--- config.mk ---
export PLATFORM = sky130hd
export DESIGN_NAME = tx_ctrl_fsm
export DESIGN_NICKNAME = d
export VERILOG_FILES = /design/src/rtl/tx_bit_pkg.sv /design/src/rtl/tx_ctrl_fsm.sv
export SDC_FILE = /design/constraint.sdc
export NUM_CORES = 1
export LEC_CHECK = 0
export ABC_CLOCK_PERIOD_IN_PS = 5200
export BUFFER_PORTS_ARGS = -buffer_cell sky130_fd_sc_hd__clkbuf_2
export CAP_MARGIN = 20
export CORE_AREA = 2 2 124 126
export DETAILED_ROUTE_END_ITERATION = 16
export DIE_AREA = 0 0 126 128
export GPL_TIMING_DRIVEN = 0
export PLACE_DENSITY = 0.79
export SYNTH_ARGS = -nofsm -noshare
export SYNTH_HDL_FRONTEND = slang
export SYNTH_SLANG_ARGS = --single-unit
--- constraint.sdc ---
create_clock -name clk -period 5.2 [get_ports clk]
set_input_delay 0.26 -clock clk [delete_from_list [all_inputs] [get_ports clk]]
set_output_delay 0.26 -clock clk [all_outputs]
set_load 0.005 [all_outputs]
--- src/rtl/tx_bit_pkg.sv ---
// transmit bit interface types
package tx_bit_pkg;

    // four priority queues, queue 0 served first
    localparam int NUM_QUEUES = 4;

    // start pulse width toward the phy, in cycles
    localparam int START_STRETCH = 6;

    // no new trigger this many cycles after a try-complete
    localparam int COMPLETE_HOLDOFF = 4;

    typedef logic [1:0] queue_idx_t;

    // one bit per queue
    typedef logic [NUM_QUEUES-1:0] queue_mask_t;

    // occupancy, enough for a depth of 64
    typedef logic [6:0] fifo_count_t;

    // descriptor pushed by the host at the end of a dma
    typedef struct packed {
        // linux priority of the frame
        logic [1:0]  prio;
        // sequence number reported back to the mac
        logic [9:0]  sn;
        logic [1:0]  rsvd;
        logic [3:0]  retrans_limit;
        logic        need_ack;
        // frame length in stream words
        logic [12:0] num_words;
    } tx_desc_t;

    // channel state seen by the arbiter
    typedef struct packed {
        // baseband still transmitting
        logic bb_busy;
        // low mac control fsm idle
        logic ctl_idle;
    } chan_status_t;

endpackage

--- src/rtl/tx_ctrl_fsm.sv ---
`timescale 1ns/100ps
// queue arbitration and frame copy
module tx_ctrl_fsm #(
    parameter int DATA_WIDTH     = 64,
    parameter int BUF_ADDR_WIDTH = 10
) (
    input  logic                      clk,
    input  logic                      rstn,
    input  tx_bit_pkg::queue_mask_t   queue_empty,
    input  tx_bit_pkg::tx_desc_t      head [tx_bit_pkg::NUM_QUEUES],
    input  tx_bit_pkg::queue_mask_t   tx_allowed,
    input  tx_bit_pkg::chan_status_t  chan,
    input  logic                      tx_try_complete,
    input  logic                      tx_end,
    input  logic                      auto_start_mode,
    input  logic [BUF_ADDR_WIDTH-1:0] num_dma_symbol_th,
    input  logic [DATA_WIDTH-1:0]     s_data,
    input  logic                      s_emptyn,
    output tx_bit_pkg::queue_mask_t   pop,
    output logic                      s_ask,
    output logic                      high_trigger,
    output tx_bit_pkg::queue_idx_t    tx_queue_idx,
    output logic                      buf_we,
    output logic [BUF_ADDR_WIDTH-1:0] buf_waddr,
    output logic [DATA_WIDTH-1:0]     buf_wdata,
    output logic                      start,
    output logic                      tx_pkt_need_ack,
    output logic [3:0]                tx_pkt_retrans_limit,
    output logic [9:0]                tx_pkt_sn,
    output logic [1:0]                linux_prio
);
    import tx_bit_pkg::*;

    typedef enum logic [1:0] {
        idle,
        wait_chance,
        fetch,
        copy
    } state_t;

    localparam int BUF_DEPTH = 2 ** BUF_ADDR_WIDTH;

    state_t                    state;
    tx_desc_t                  cur_desc;
    logic [12:0]               words_left;
    logic [BUF_ADDR_WIDTH-1:0] wr_cnt;
    logic                      take;
    logic [COMPLETE_HOLDOFF-2:0] cmpl_sr;
    logic                      holdoff;
    logic                      can_arb;
    queue_idx_t                pick_idx;
    logic [START_STRETCH-1:0]  start_sr;
    logic                      th_hit;

    // stream handshake, one word per edge
    assign take = s_ask && s_emptyn;

    // current pulse plus the last few cycles
    assign holdoff = tx_try_complete || (|cmpl_sr);

    // channel free and something queued
    assign can_arb = !chan.bb_busy && chan.ctl_idle && !holdoff && !(&queue_empty);

    // lowest numbered non-empty queue wins
    always_comb begin
        pick_idx = '0;
        for (int q = NUM_QUEUES - 1; q >= 0; q--) begin
            if (!queue_empty[q]) begin
                pick_idx = queue_idx_t'(q);
            end
        end
    end

    // control fsm
    always_ff @(posedge clk) begin
        if (!rstn) begin
            state        <= idle;
            tx_queue_idx <= '0;
            high_trigger <= 1'b0;
            pop          <= '0;
            s_ask        <= 1'b0;
            buf_we       <= 1'b0;
            wr_cnt       <= '0;
            words_left   <= '0;
        end else begin
            high_trigger <= 1'b0;
            pop          <= '0;
            // write lands one cycle after the take
            buf_we       <= take;

            if (take) begin
                wr_cnt     <= wr_cnt + 1'b1;
                words_left <= words_left - 13'd1;
                // stop asking on the last word
                if (words_left == 13'd1) begin
                    s_ask <= 1'b0;
                end
            end

            case (state)
                idle: begin
                    if (can_arb) begin
                        tx_queue_idx <= pick_idx;
                        high_trigger <= 1'b1;
                        state        <= wait_chance;
                    end
                end
                wait_chance: begin
                    // low mac grants the chosen queue
                    if (tx_allowed[tx_queue_idx]) begin
                        pop   <= queue_mask_t'(1) << tx_queue_idx;
                        state <= fetch;
                    end
                end
                fetch: begin
                    // head still valid on the pop edge
                    words_left <= head[tx_queue_idx].num_words;
                    wr_cnt     <= '0;
                    s_ask      <= 1'b1;
                    state      <= copy;
                end
                copy: begin
                    // busy until the phy is done with the frame
                    if (tx_end) begin
                        s_ask <= 1'b0;
                        state <= idle;
                    end
                end
                default: state <= idle;
            endcase
        end
    end

    // write data path
    always_ff @(posedge clk) begin
        buf_waddr <= wr_cnt;
        buf_wdata <= s_data;
    end

    // descriptor of the frame in flight
    always_ff @(posedge clk) begin
        if (state == fetch) begin
            cur_desc <= head[tx_queue_idx];
        end
    end

    // threshold word written, phy may start
    assign th_hit = buf_we && (buf_waddr == num_dma_symbol_th) && (num_dma_symbol_th != '0);

    // holdoff, start stretch and completion report
    always_ff @(posedge clk) begin
        if (!rstn) begin
            cmpl_sr    <= '0;
            start_sr   <= '0;
            tx_pkt_sn  <= '0;
            linux_prio <= '0;
        end else begin
            cmpl_sr  <= {cmpl_sr[COMPLETE_HOLDOFF-3:0], tx_try_complete};
            start_sr <= {start_sr[START_STRETCH-2:0], th_hit};
            if (tx_try_complete) begin
                tx_pkt_sn  <= cur_desc.sn;
                linux_prio <= cur_desc.prio;
            end
        end
    end

    // manual mode keeps start low
    assign start = auto_start_mode && (|start_sr);

    assign tx_pkt_need_ack      = cur_desc.need_ack;
    assign tx_pkt_retrans_limit = cur_desc.retrans_limit;

    // a queued frame must fit the packet buffer
    a_desc_len: assert property (@(posedge clk) disable iff (!rstn)
        (state == fetch) |-> (head[tx_queue_idx].num_words != '0 &&
                              head[tx_queue_idx].num_words <= BUF_DEPTH));

endmodule

# --- After elaboration in Yosys (flattened, before gate mapping) ---
# Index checks and enable logic that the tools add are counted.
classes:
  bitwise: 2
  shifts: 1
  n_lt_le_gt_ge: 2
  n_eq_ne: 8
  n_reduce_logical: 22
  div: 0
  add_sub_neg: 2
  muxes: 20
  n_mul: 0
ops:
  columns: ["cell", "n"]
  rows:
  - ["32-bit binary-select mux with 2-bit select", 1]
  - ["32-bit two-way mux", 2]
  - ["13-bit two-way mux", 2]
  - ["2-bit two-way mux", 7]
  - ["13-bit by 1-bit equality test with 1-bit output (second input constant)", 1]
  - ["13-bit by 1-bit subtractor with 13-bit output (second input constant)", 1]
  - ["10-bit by 1-bit adder with 10-bit output (second input constant)", 1]
  - ["10-bit equality test", 1]
  - ["10-bit nonzero test", 1]
  - ["2-bit case mux with 4 select lines", 1]
  - ["1-bit logical AND", 7]
  - ["2-bit != test (second input constant)", 3]
  - ["3-bit AND reduction", 2]
  - ["6-bit OR reduction", 1]
  - ["1-bit two-way mux", 5]
  - ["2-bit equality test (second input constant)", 2]
  - ["2-bit AND reduction", 2]
  - ["4-bit AND reduction", 1]
  - ["1-bit by 2-bit << shifter with 4-bit output (first input constant)", 1]
  - ["3-bit >= comparator (second input constant)", 1]
  - ["1-bit zero test", 3]
  - ["2-bit by 3-bit less-than comparator with 1-bit output (second input constant)", 1]
  - ["2-bit inverter with 3-bit output", 1]
  - ["3-bit OR reduction", 1]
  - ["other kinds (8)", 8]
totals:
  mem_bits_ro: 0
  input_bits: 218
  n_memories: 0
  ram_bits: 0
  word_cells: 75
  latchBits: 0
  ff_bits: 146

# --- Longest topological paths before layout ---
# Gate-level depths: netlist of run 1.
depth:
  depth_word: 7
  depth_mapped: 7
  depth_no_buf: 6

# --- Worst setup path after synthesis of run 1 ---
# Ideal clock, no wire load.
synth_timing:
  kind: "reg2reg"
  start: "register state[0]"
  end: "register wr_cnt[0]"
  setup_time_ns: 0.128
  path_buffers: 1
  stages_incl_launch_ff: 7
  t_arrival_ns: 1.642
  period_less_slack_ns: 1.769
  path_slack_ns: 3.431
  required_time_ns: 5.072
  path_cell_list: "dfxtp_1 -> inv_1 -> ha_1 -> inv_1 -> nand2_1 -> clkbuf_1 -> nor2_1"
synth_between:
  elab_chain_cells: 2
synth_rtl:
  columns: ["item", "line_no", "rtl"]
  rows:
  - ["start: declaration", "tx_ctrl_fsm.sv:43", "state_t state;"]
  - ["start signal: assignment", "tx_ctrl_fsm.sv:77", "state <= idle;"]
  - ["start signal: assignment", "tx_ctrl_fsm.sv:105", "state <= wait_chance;"]
  - ["start signal: assignment", "tx_ctrl_fsm.sv:112", "state <= fetch;"]
  - ["2-bit equality test", "tx_ctrl_fsm.sv:100", "case (state)"]
  - ["2-bit OR reduction (no source line)", null, null]
  - ["end signal: assignment", "tx_ctrl_fsm.sv:92", "wr_cnt <= wr_cnt + 1'b1;"]
  - ["end: declaration", "tx_ctrl_fsm.sv:46", "logic [BUF_ADDR_WIDTH-1:0] wr_cnt;"]
# Every way passes these cells.
# A chain may end at the register's enable or synchronous reset.

# --- Worst setup path in the final report of run 1 ---
layout_timing:
  start: "register state[0]"
  end: "register wr_cnt[6]"
# Same word-level chain as after synthesis.

==> reports/qor.yml, run 1 <==
placed_design:
  io_buffers: 309
  placed_area_um2: 7051
  pre_cts_ws_ns: 2.794
  dp_hpwl_mm: 12.21
  gp_congestion: 0.8487
  placed_cells: 902
critical_path:
  end_kind: "flop"
  critical_path_required_ns: 5.48
  crit_path_start_kind: "flop"
  crit_path_end: "wr_cnt[6]$_SDFFE_PP0N_"
  rr_worst_depth: 6
  crit_type: "reg2reg"
  r2r-start: "state[0]$_SDFFE_PN0P_"
  crit_fanout: 23
  r2r_end: "wr_cnt[6]$_SDFFE_PP0N_"
  crit_start: "state[0]$_SDFFE_PN0P_"
  reg2reg_slack_ns: 2.83
  worstPathArrival_ns: 2.65
clock_tree:
  numCtsBuffers: 17
  htreeDepth: 4
  cts_hold_buf: 64
  clk_pin_slew_ns: 0.07
  clock_latency_ns: 0.41
  cts_tree: "done"
  cts_root_buffer: "clkbuf_16"
  clock_sinks: 146
  cts_setup_buffers: 0
  cts_resized: 0
  clk_path_buf_depth: 2
sta:
  fin_skew_ns: 0.01035
  rsz0062_at_grt: "no"
  fin_crit_ns: 2.367
  finalHoldViolCount: 0
  finalCritPeriodShare_pct: 45.52
  tightest_slew_ns: 1.041
  fin_tns_setup_ns: 0
  finalMaxSlewViolations: 0
  whs_ns: 0.08334
  setup_viol: 0
  setup_ws_ns: 2.833
  fmax_ghz: 0.4225
  max_slew_margin_pct: 30.60
synthesis:
  syn_area_per_cell_um2: 13.01
  ys_ff_latch: 146
  synth_cell_types: 45
  synth_top_area_share_pct: 49.01
  synth_edf_count: 17
  ys_seq_area_share_pct: 58.70
  ys.flop_type: "dfxtp_1"
  synth_area_leaders: "dfxtp_1 (49%), mux4_2 (13%), edfxtp_1 (9.7%)"
  synth_nets: 631
  synth_area_um2: 5269
  synth_most_common_cell: "dfxtp_1"
  yosysTopAreaCell: "dfxtp_1"
  synth_cells: 405
  ys_async_sr_fraction_pct: 0
  yosys-top-cells-count: "dfxtp_1 (129), nor2_1 (36), mux4_2 (30)"
  ys.warnings.count: 0
floorplanning:
  die_y_um: 128
  core_area_um2: 14860
  dieArea_um2: 16130
  die_width_um: 126
  ioPinCount: 319
  row_count: 45
  start_util_pct: 35.45
power:
  switchingPower_mw: 0.8002
  p_total_mw: 3.057
  clkPwrFrac_pct: 43.0
  seq_power_share_pct: 42.1
  comb_power_share_pct: 14.9
  p_per_area_nw_per_um2: 366.9
  p_sw_share_pct: 26.17
  irDropWorstVdd_v: 0.0002242
  p_leak_nw: 3.770
  power.internal_mw: 2.257
detailed_routing:
  firstDrtPassIters: 4
  num_vias: 4686
  drt-total-wl_mm: 16.75
  drt_iter0_markers: 239
  topRoutingLayerUsed: "met5"
  avgViaCountPerCell: 4.686
  wl_per_cell_um: 16.75
  drtAntennaViolNets: 0
  post-route-drc-count: 0
  dr_wl_met3_mm: 1.247
  met1_length_mm: 6.261
  wl_met2_mm: 8.843
finish:
  final_nets: 1023
  seq_area_um2: 3093
  nFillCells: 1265
  fin_util_pct: 56.05
  multi_input_area_um2: 2011
  finalNonFillerCells: 1000
  fin_area_um2: 8332
  drive_gt1_share_pct: 48.27
  synthToLayoutAreaGrowth_pct: 58.13
run:
  drv_cap: 0
global_routing:
  grt_util_all_layers_pct: 21.14
  antenna_found_initial: 3
  grt_max_degree: 24
  grt_overflow: 0
  grt_pass1_vias: 5071
  grt_pass1_wl_mm: 25.93
min_path:
  min_path_type: "in2reg"
status:
  status: "complete, no violations"
-- critical path, cell delays in order, from the launching register on --
cell and delay, ns:
dfxtp_1 0.35, inv_1 0.12, ha_1 0.86, inv_1 0.24, nand2_1 0.18, clkbuf_1 0.39, nor2_1 0.10
-- area by class of cell --
cell class              count  share of cell area (%)
well taps                 188                   2.823
repair buffers            373                   26.25
flip-flops and latches    146                   37.12
multi-input cells         227                   24.13
plain buffers              23                   1.577
clock inverters            15                   2.523
clock buffers              17                   5.106
inverters                   9                  0.4055
diodes                      2                 0.06007
-- how the worst min path moves through the flow --
stage               cells after the start                    from                   end  slack (ns)
finish                                  3           tx_allowed[3]     pop[3]$_SDFF_PN0_        0.08
global route                            3           tx_allowed[3]     pop[3]$_SDFF_PN0_        0.09
CTS                                     3           tx_allowed[3]     pop[3]$_SDFF_PN0_        0.06
detailed placement                      0  wr_cnt[9]$_SDFFE_PP0N_  buf_waddr[9]$_DFF_P_        0.35
global placement                        0  wr_cnt[9]$_SDFFE_PP0N_  buf_waddr[9]$_DFF_P_        0.34
floorplan                               0               s_data[0]  buf_wdata[0]$_DFF_P_        0.29
-- logic make-up (layout without fill, tap and decap cells) --
| logic type | Yosys count | in the layout | share of synthesized area, % |
|---|---|---|---|
| buffers and inverters | 32 | 437 | 3.134 |
| multiplexers | 44 | 44 | 15.48 |
| AND/OR/NAND/NOR | 112 | 112 | 11.61 |
| XOR/XNOR | 27 | 27 | 4.488 |
| adder cells (fa/ha/maj) | 8 | 8 | 1.900 |
| flip-flops | 146 | 146 | 58.70 |
| other | 0 | 2 | 0 |
| AO/OA/AOI/OAI | 36 | 36 | 4.678 |
-- power by group through the flow --
stage          logic [mW]  clock network (mW)  registers, mW
3_5_place_dp        0.412                   0           1.31
6_report            0.455                1.31           1.29
3_3_place_gp        0.402                   0           1.31
5_1_grt             0.504                1.39           1.30
4_1_cts             0.454                1.33           1.29
2_1_floorplan       0.233                   0           1.30
-- flip-flops by register name, summed over array words and instances (netlist names) --
| register | flops |
|---|---|
| state | 2 |
| wr_cnt | 10 |
| buf_we | 1 |
| tx_pkt_need_ack | 1 |
| high_trigger | 1 |
| pop | 4 |
| s_ask | 1 |
| tx_queue_idx | 2 |
| tx_pkt_retrans_limit | 4 |
| linux_prio | 2 |
| buf_wdata | 64 |
| buf_waddr | 10 |
| cmpl_sr | 3 |
| words_left | 13 |
| tx_pkt_sn | 10 |
| cur_desc | 12 |
| start_sr | 6 |
-- cell usage in the layout, fill, tap and decap left out, types with 9 or more instances in the layout --
master / synthesis / layout
and2_1: 9 / 9
xor2_1: 12 / 12
nand4_1: 9 / 9
nor2_1: 36 / 36
dfxtp_1: 129 / 129
dlygate4sd3_1: 0 / 64
clkbuf_2: 1 / 310
edfxtp_1: 17 / 17
a21oi_1: 11 / 11
mux4_2: 30 / 30
nand2_1: 21 / 21
o21ai_0: 9 / 9
xnor2_1: 15 / 15
buf_4: 9 / 9
mux2i_1: 14 / 14
inv_1: 9 / 9
clkbuf_1: 10 / 10
clkbuf_16: 0 / 17
-- per-layer routing --
layer  vias up  GRT usage (%)
met3        28          6.177
met1      2176          22.16
li1       2244              -
met2       236          39.41
met4         2          8.920
met5         -              0
Power figures use the tool's default switching activity.
==> run 2: changes to the inputs <==
==> config.mk (replaced) <==
export PLATFORM = sky130hd
export DESIGN_NAME = tx_ctrl_fsm
export DESIGN_NICKNAME = d
export VERILOG_FILES = /design/src/rtl/tx_bit_pkg.sv /design/src/rtl/tx_ctrl_fsm.sv
export SDC_FILE = /design/constraint.sdc
export NUM_CORES = 1
export LEC_CHECK = 0
export ABC_CLOCK_PERIOD_IN_PS = 2100
export BUFFER_PORTS_ARGS = -buffer_cell sky130_fd_sc_hd__clkbuf_2
export CAP_MARGIN = 20
export CORE_AREA = 2 2 123 125
export DETAILED_ROUTE_END_ITERATION = 16
export DIE_AREA = 0 0 125 127
export GPL_TIMING_DRIVEN = 0
export PLACE_DENSITY = 0.83
export SYNTH_ARGS = -nofsm -noshare
export SYNTH_HDL_FRONTEND = slang
export SYNTH_SLANG_ARGS = --single-unit
==> constraint.sdc (replaced) <==
create_clock -name clk -period 2.1 [get_ports clk]
set_input_delay 0.105 -clock clk [delete_from_list [all_inputs] [get_ports clk]]
set_output_delay 0.105 -clock clk [all_outputs]
set_load 0.005 [all_outputs]
==> run 2 against run 1 <==
  * Cell count unchanged
  * Flip-flop and latch count unchanged
  * Sequential share of layout area down 0.13 points
  * Sequential power increased by 150%
  * Clock power grew 130%
  * Critical path depth is the same
  * Non-clock buffer count increased by 5
  * Total power increased by 140%
  * Clock skew about the same
  * Register-to-register slack got worse by 2.7 ns
  * Critical endpoint is now tx_queue_idx[1]$_SDFFE_PN0P_
==> reports/qor.yml, run 2 (synthesis results as in run 1) <==
clock_tree:
  cts_tree: "done"
  clk_pin_slew_ns: 0.07  # about the same
  clock_latency_ns: 0.41  # about the same
  cts_setup_buffers: 0  # unchanged
  htreeDepth: 4  # unchanged
  cts_root_buffer: "clkbuf_16"
  clock_sinks: 146  # unchanged
  numCtsBuffers: 17  # unchanged
  clk_path_buf_depth: 2  # unchanged
critical_path:
  crit_chain: "inv_1, ha_1, nand4_1, a211o_1, dlygate4sd3_1, a21oi_1"
  cpLargestDelayFamily: "buffers and inverters"
  end_kind: "flop"
  r2r-start: "state[0]$_SDFFE_PN0P_"
  crit_start: "state[0]$_SDFFE_PN0P_"
  critical_path_required_ns: 2.44  # -3.04 ns
  slowest_delay_ns: 0.56  # -0.30 ns
  crit_fanout: 5  # -78%
  worst_path_max_delay_cell: "dlygate4sd3_1"
  worst-path-buf-inv: 2  # -1
  cp.depth: 6  # unchanged
  crit_type: "reg2reg"
  crit_path_start_kind: "flop"
  rr_worst_depth: 6  # unchanged
  worstPathArrival_ns: 2.34  # -0.31 ns
global_routing:
  antenna_found_initial: 1  # -2
  grt_util_all_layers_pct: 20.36  # -0.78 points
  grt_max_degree: 24  # unchanged
  grt_overflow: 0  # unchanged
  grt_pass1_vias: 4921  # -3.0%
  grt_pass1_wl_mm: 24.91  # -3.9%
detailed_routing:
  drtAntennaViolNets: 0  # unchanged
  wl_per_cell_um: 16.27  # -2.9%
  drt-total-wl_mm: 16.27  # -2.9%
  post-route-drc-count: 0  # unchanged
  drt_iter0_markers: 189  # -21%
  avgViaCountPerCell: 4.754  # +1.5%
  firstDrtPassIters: 6  # +2
  num_vias: 4754  # +1.5%
power:
  p_per_area_nw_per_um2: 877.2  # +140%
  irDropWorstVdd_v: 0.0005452  # +140%
  p_leak_nw: 3.767  # about the same
placed_design:
  gp_congestion: 0.8516  # +0.34%
  io_buffers: 309  # unchanged
  placed_area_um2: 7046  # about the same
  dp_hpwl_mm: 11.81  # -3.3%
  pre_cts_ws_ns: -0.2527  # -3.046 ns
sta:
  tightest_slew_ns: 0.6283  # -0.4127 ns
  finalCritPeriodShare_pct: 95.33  # +50 points
  setup_viol: 0  # unchanged
  whs_ns: 0.02646  # -0.05688 ns
  finalMaxSlewViolations: 0  # unchanged
  rsz0062_at_grt: "no"
  finalHoldViolCount: 0  # unchanged
  fin_crit_ns: 2.002  # -0.3650 ns
  max_slew_margin_pct: 58.11  # +28 points
  fin_skew_ns: 0.01002  # -0.0003253 ns
  fin_tns_setup_ns: 0  # unchanged
  setup_ws_ns: 0.09798  # -2.735 ns
  fmax_ghz: 0.4995  # +18%
finish:
  final_common_cell: "clkbuf_2"
  regMostFlops: "buf_wdata"
  final_cell_mix: "clkbuf_2 (310), dfxtp_1 (129), dlygate4sd3_1 (69), nor2_1 (36), mux4_2 (30)"
  fin_area_um2: 8362  # +0.36%
  reg_top3: "buf_wdata (64), words_left (13), cur_desc (12)"
  largest_reg_flops: 64  # unchanged
  nFillCells: 1188  # -6.1%
  synthToLayoutAreaGrowth_pct: 58.70
  drive_gt1_share_pct: 48.10  # -0.17 points
  final_nets: 1028  # +0.49%
floorplanning:
  dieArea_um2: 15880  # -1.6%
  ioPinCount: 319  # unchanged
  start_util_pct: 36.53  # +1.1 points
  die_y_um: 127  # -0.78%
  core_area_um2: 14420  # -3.0%
  die_width_um: 125  # -0.79%
  row_count: 44  # -2.2%
min_path:
  hold_path.startpoint: "queue_empty[0]"
  hold_depth: 4  # +1
  min_path_type: "in2reg"
run:
  drv_cap: 0  # unchanged
status:
  status: "complete, no violations"
run 2: path summary, 6_finish.rpt:
path | endpoint | slack [ns]
max | tx_queue_idx[1]$_SDFFE_PN0P_ | 0.1
min | tx_queue_idx[0]$_SDFFE_PN0P_ | 0.03
max reg2reg | tx_queue_idx[1]$_SDFFE_PN0P_ | 0.1
min reg2reg | buf_waddr[9]$_DFF_P_ | 0.36
run 2: report_power, final:
group / switching (mW) / internal, mW / total, mW
Combinational: 0.525 / 0.620 / 1.14
Sequential: 0.154 / 3.04 / 3.20
Clock: 1.38 / 1.62 / 2.99
run 2: repair_timing:
action / CTS / global route
pin swaps: 0 / 0
setup endpoints to repair: 21 / 11
hold endpoints to repair: 68 / 0
gates resized for setup: 1 / 1
hold buffers: 69 / 0
run 2: per-stage QoR:
stage	std cells	utilization (%)	power, mW
floorplan	405	-	3.807
global placement	898	48.85	4.230
detailed placement	898	48.85	4.268
CTS	999	57.89	7.366
global route	1000	57.97	7.657
finish	1000	57.97	7.335
run 2: worst min-delay path: stages:
cell and delay, ns:
clkbuf_2 0.10, inv_1 0.05, a211o_1 0.09, a21oi_1 0.05
run 2: layout make-up:
| cell class | instances | area, µm² | share of cell area, % |
|---|---|---|---|
| Sequential cell | 146 | 3093 | 36.99 |
| Timing Repair Buffer | 378 | 2237 | 26.75 |
| Multi-Input combinational cell | 227 | 2023 | 24.20 |
| Clock buffer | 17 | 425.4 | 5.088 |
| Tap cell | 184 | 230.2 | 2.753 |
| Clock inverter | 15 | 185.2 | 2.215 |
| Buffer | 23 | 131.4 | 1.571 |
| Inverter | 9 | 33.78 | 0.4040 |
| Antenna cell | 1 | 2.502 | 0.02993 |
run 2: layer usage:
layer | wire length, µm | vias up | global-route usage [%]
met4 | 386 | 0 | 8.824
met2 | 8625 | 240 | 38.08
met5 | 0 | - | 0
met3 | 1079 | 27 | 4.899
met1 | 6178 | 2232 | 21.89
li1 | - | 2255 | -
==> run 3: changes to the inputs <==
==> config.mk (replaced) <==
export PLATFORM = sky130hd
export DESIGN_NAME = tx_ctrl_fsm
export DESIGN_NICKNAME = d
export VERILOG_FILES = /design/src/rtl/tx_bit_pkg.sv /design/src/rtl/tx_ctrl_fsm.sv
export SDC_FILE = /design/constraint.sdc
export NUM_CORES = 1
export LEC_CHECK = 0
export ABC_CLOCK_PERIOD_IN_PS = 2250
export BUFFER_PORTS_ARGS = -buffer_cell sky130_fd_sc_hd__clkbuf_2
export CAP_MARGIN = 20
export CORE_AREA = 2 2 124 126
export DETAILED_ROUTE_END_ITERATION = 16
export DIE_AREA = 0 0 126 128
export GPL_TIMING_DRIVEN = 0
export PLACE_DENSITY = 0.79
export SYNTH_ARGS = -nofsm -noshare
export SYNTH_HDL_FRONTEND = slang
export SYNTH_SLANG_ARGS = --single-unit
==> constraint.sdc (replaced) <==
create_clock -name clk -period 2.25 [get_ports clk]
set_input_delay 0.1125 -clock clk [delete_from_list [all_inputs] [get_ports clk]]
set_output_delay 0.1125 -clock clk [all_outputs]
set_load 0.02 [all_outputs]
==> run 3 against run 2 <==
  * Fmax rose by 0.96%
  * Register-to-register slack improved by 0.17 ns
  * Total power fell by 2.1%
  * Critical path depth did not move
  * Non-clock buffer count fell by 1
  * Flip-flop and latch count did not move
  * Combinational power barely moved
  * Routed wire length rose by 3.2%
  * Hold slack improved by 0.0050 ns
  * First-iteration DRC count rose by 14%
  * Critical path type unchanged
  * Clock power rose by 2%
  * Critical endpoint is now wr_cnt[6]$_SDFFE_PP0N_
  * Sequential share of layout area fell by 0.055 points
==> reports/qor.yml, run 3 (synthesis results as in run 1) <==
placed_design:
  gp_congestion: 0.8487  # -0.34%
  dp_hpwl_mm: 12.21  # +3.4%
  placed_area_um2: 7051  # about the same
  io_buffers: 309  # unchanged
detailed_routing:
  drt_iter0_markers: 216  # +14%
  drt-total-wl_mm: 16.79  # +3.2%
  post-route-drc-count: 0  # unchanged
  num_vias: 4714  # -0.84%
  wl_per_cell_um: 16.73  # +2.8%
  drtAntennaViolNets: 0  # unchanged
  avgViaCountPerCell: 4.695  # -1.2%
  firstDrtPassIters: 4  # -2
clock_tree:
  numCtsBuffers: 17  # unchanged
  clock_latency_ns: 0.41  # about the same
  clk_pin_slew_ns: 0.07  # about the same
  cts_root_buffer: "clkbuf_16"
  clk_path_buf_depth: 2  # unchanged
  cts_tree: "done"
  clock_sinks: 146  # unchanged
  cts_setup_buffers: 0  # unchanged
  htreeDepth: 4  # unchanged
run:
  drv_cap: 0  # unchanged
critical_path:
  crit_type: "reg2reg"
  worstPathArrival_ns: 2.26  # -0.08 ns
  worst_path_max_delay_cell: "ha_2"
  crit_path_frequent_cell: "inv_1"
  cpLargestDelayFamily: "buffers and inverters"
  critical_path_required_ns: 2.53  # +0.09 ns
  crit_fanout: 23  # +18
  crit_chain: "inv_1, ha_2, inv_1, nand2_1, clkbuf_1, nor2_1"
  crit_path_start_kind: "flop"
  worst-path-buf-inv: 3  # +1
  end_kind: "flop"
  slowest_delay_ns: 0.55  # about the same
  reg2reg_slack_ns: 0.27  # +0.17 ns
sta:
  fmax_ghz: 0.5043  # +0.96%
  tightest_slew_ns: 0.6790  # +0.05072 ns
  max_slew_margin_pct: 54.73  # -3.4 points
  fin_tns_setup_ns: 0  # unchanged
  fin_skew_ns: 0.01062  # +0.0006006 ns
  finalMaxSlewViolations: 0  # unchanged
  setup_viol: 0  # unchanged
  rsz0062_at_grt: "no"
  finalHoldViolCount: 0  # unchanged
  fin_crit_ns: 1.983  # -0.01897 ns
  finalCritPeriodShare_pct: 88.14  # -7.2 points
finish:
  fin_area_um2: 8374  # +0.15%
  fin_util_pct: 56.34  # -1.6 points
  synthToLayoutAreaGrowth_pct: 58.94
  reg_top3: "buf_wdata (64), words_left (13), cur_desc (12)"
  seq_area_um2: 3093  # unchanged
  final_cell_mix: "clkbuf_2 (310), dfxtp_1 (129), dlygate4sd3_1 (68), nor2_1 (36), mux4_2 (30)"
  regMostFlops: "buf_wdata"
  multi_input_area_um2: 2013  # -0.49%
  final_nets: 1027  # -0.097%
  largest_reg_flops: 64  # unchanged
  final_common_cell: "clkbuf_2"
  drive_gt1_share_pct: 48.16  # +0.059 points
  nFillCells: 1259  # +6.0%
floorplanning:
  start_util_pct: 35.45  # -1.1 points
  ioPinCount: 319  # unchanged
  die_width_um: 126  # +0.80%
  core_area_um2: 14860  # +3.1%
  die_y_um: 128  # +0.79%
  row_count: 45  # +2.3%
  dieArea_um2: 16130  # +1.6%
global_routing:
  grt_overflow: 0  # unchanged
  antenna_found_initial: 3  # +2
  grt_pass1_vias: 5098  # +3.6%
  grt_util_all_layers_pct: 21.16  # +0.80 points
  grt_max_degree: 24  # unchanged
  grt_pass1_wl_mm: 25.97  # +4.3%
min_path:
  min_path_type: "in2reg"
power:
  p_per_area_nw_per_um2: 857.8  # -2.2%
  irDropWorstVdd_v: 0.0005191  # -4.8%
  p_leak_nw: 3.786  # +0.48%
status:
  status: "complete, no violations"
## run 3: cell count changes in the layout (fill, tap and decap cells not counted)
cell           delta
bufinv_16         +3
clkinv_4          -1
clkinv_8          -4
clkinvlp_4        -1
diode_2           +1
dlygate4sd3_1     -1
ha_2              +1
ha_4              -1
inv_12            -1
inv_4             +1
inv_6             +3
## run 3: power breakdown
part | leakage [nW] | switching, mW | internal (mW) | total, mW
Clock | 0.314 | 1.23 | 1.81 | 3.04
Sequential | 1.22 | 0.134 | 2.84 | 2.98
Combinational | 2.25 | 0.594 | 0.574 | 1.17
## run 3: what timing repair did
action                                 in CTS  in global routing
hold buffers                               68                  0
setup endpoints to repair                  18                  0
endpoints found under the hold margin      68                  0
gates resized for setup                     1                  0
## run 3: worst min-delay path, stage by stage
cell and delay [ns]:
clkbuf_2 0.10, xnor2_1 0.06, nand4_1 0.07, nor4_1 0.05
## run 3: per-layer routing
| layer | up-vias | global-route usage (%) | wire length [µm] |
|---|---|---|---|
| met1 | 2201 | 22.08 | 6259 |
| met5 | - | 0 | 13 |
| met2 | 230 | 39.25 | 8852 |
| met4 | 2 | 9.438 | 432 |
| li1 | 2251 | - | - |
| met3 | 30 | 6.260 | 1236 |
## run 3: worst paths after layout
kind	from	endpoint	cells past startpoint
setup / recovery	state[0]$_SDFFE_PN0P_	wr_cnt[6]$_SDFFE_PP0N_	6
hold / removal	num_dma_symbol_th[9]	start_sr[0]$_SDFF_PN0_	4
setup reg to reg	state[0]$_SDFFE_PN0P_	wr_cnt[6]$_SDFFE_PP0N_	6
hold reg to reg	wr_cnt[9]$_SDFFE_PP0N_	buf_waddr[9]$_DFF_P_	0
## run 3: through the flow
step	hold WS [ns]	worst slack, ns	instances	power, mW
final	0.03145	0.2669	1004	7.184
after global routing	0.03605	0.02636	1003	7.490
after CTS	0.007385	0.2228	1002	7.221
after detailed placement	0.2164	-0.1562	902	4.090
after global placement	0.2155	-0.06532	902	4.058
after floorplan	0.1402	0.3904	405	3.663
## run 3: layout make-up
cell class	count	share of cell area, %
inverters	9	0.4034
plain buffers	23	1.569
clock inverters	15	2.510
repair buffers	377	26.60
well taps	188	2.809
clock buffers	17	5.080
multi-input cells	227	24.04
flip-flops and latches	146	36.93
diodes	2	0.05976
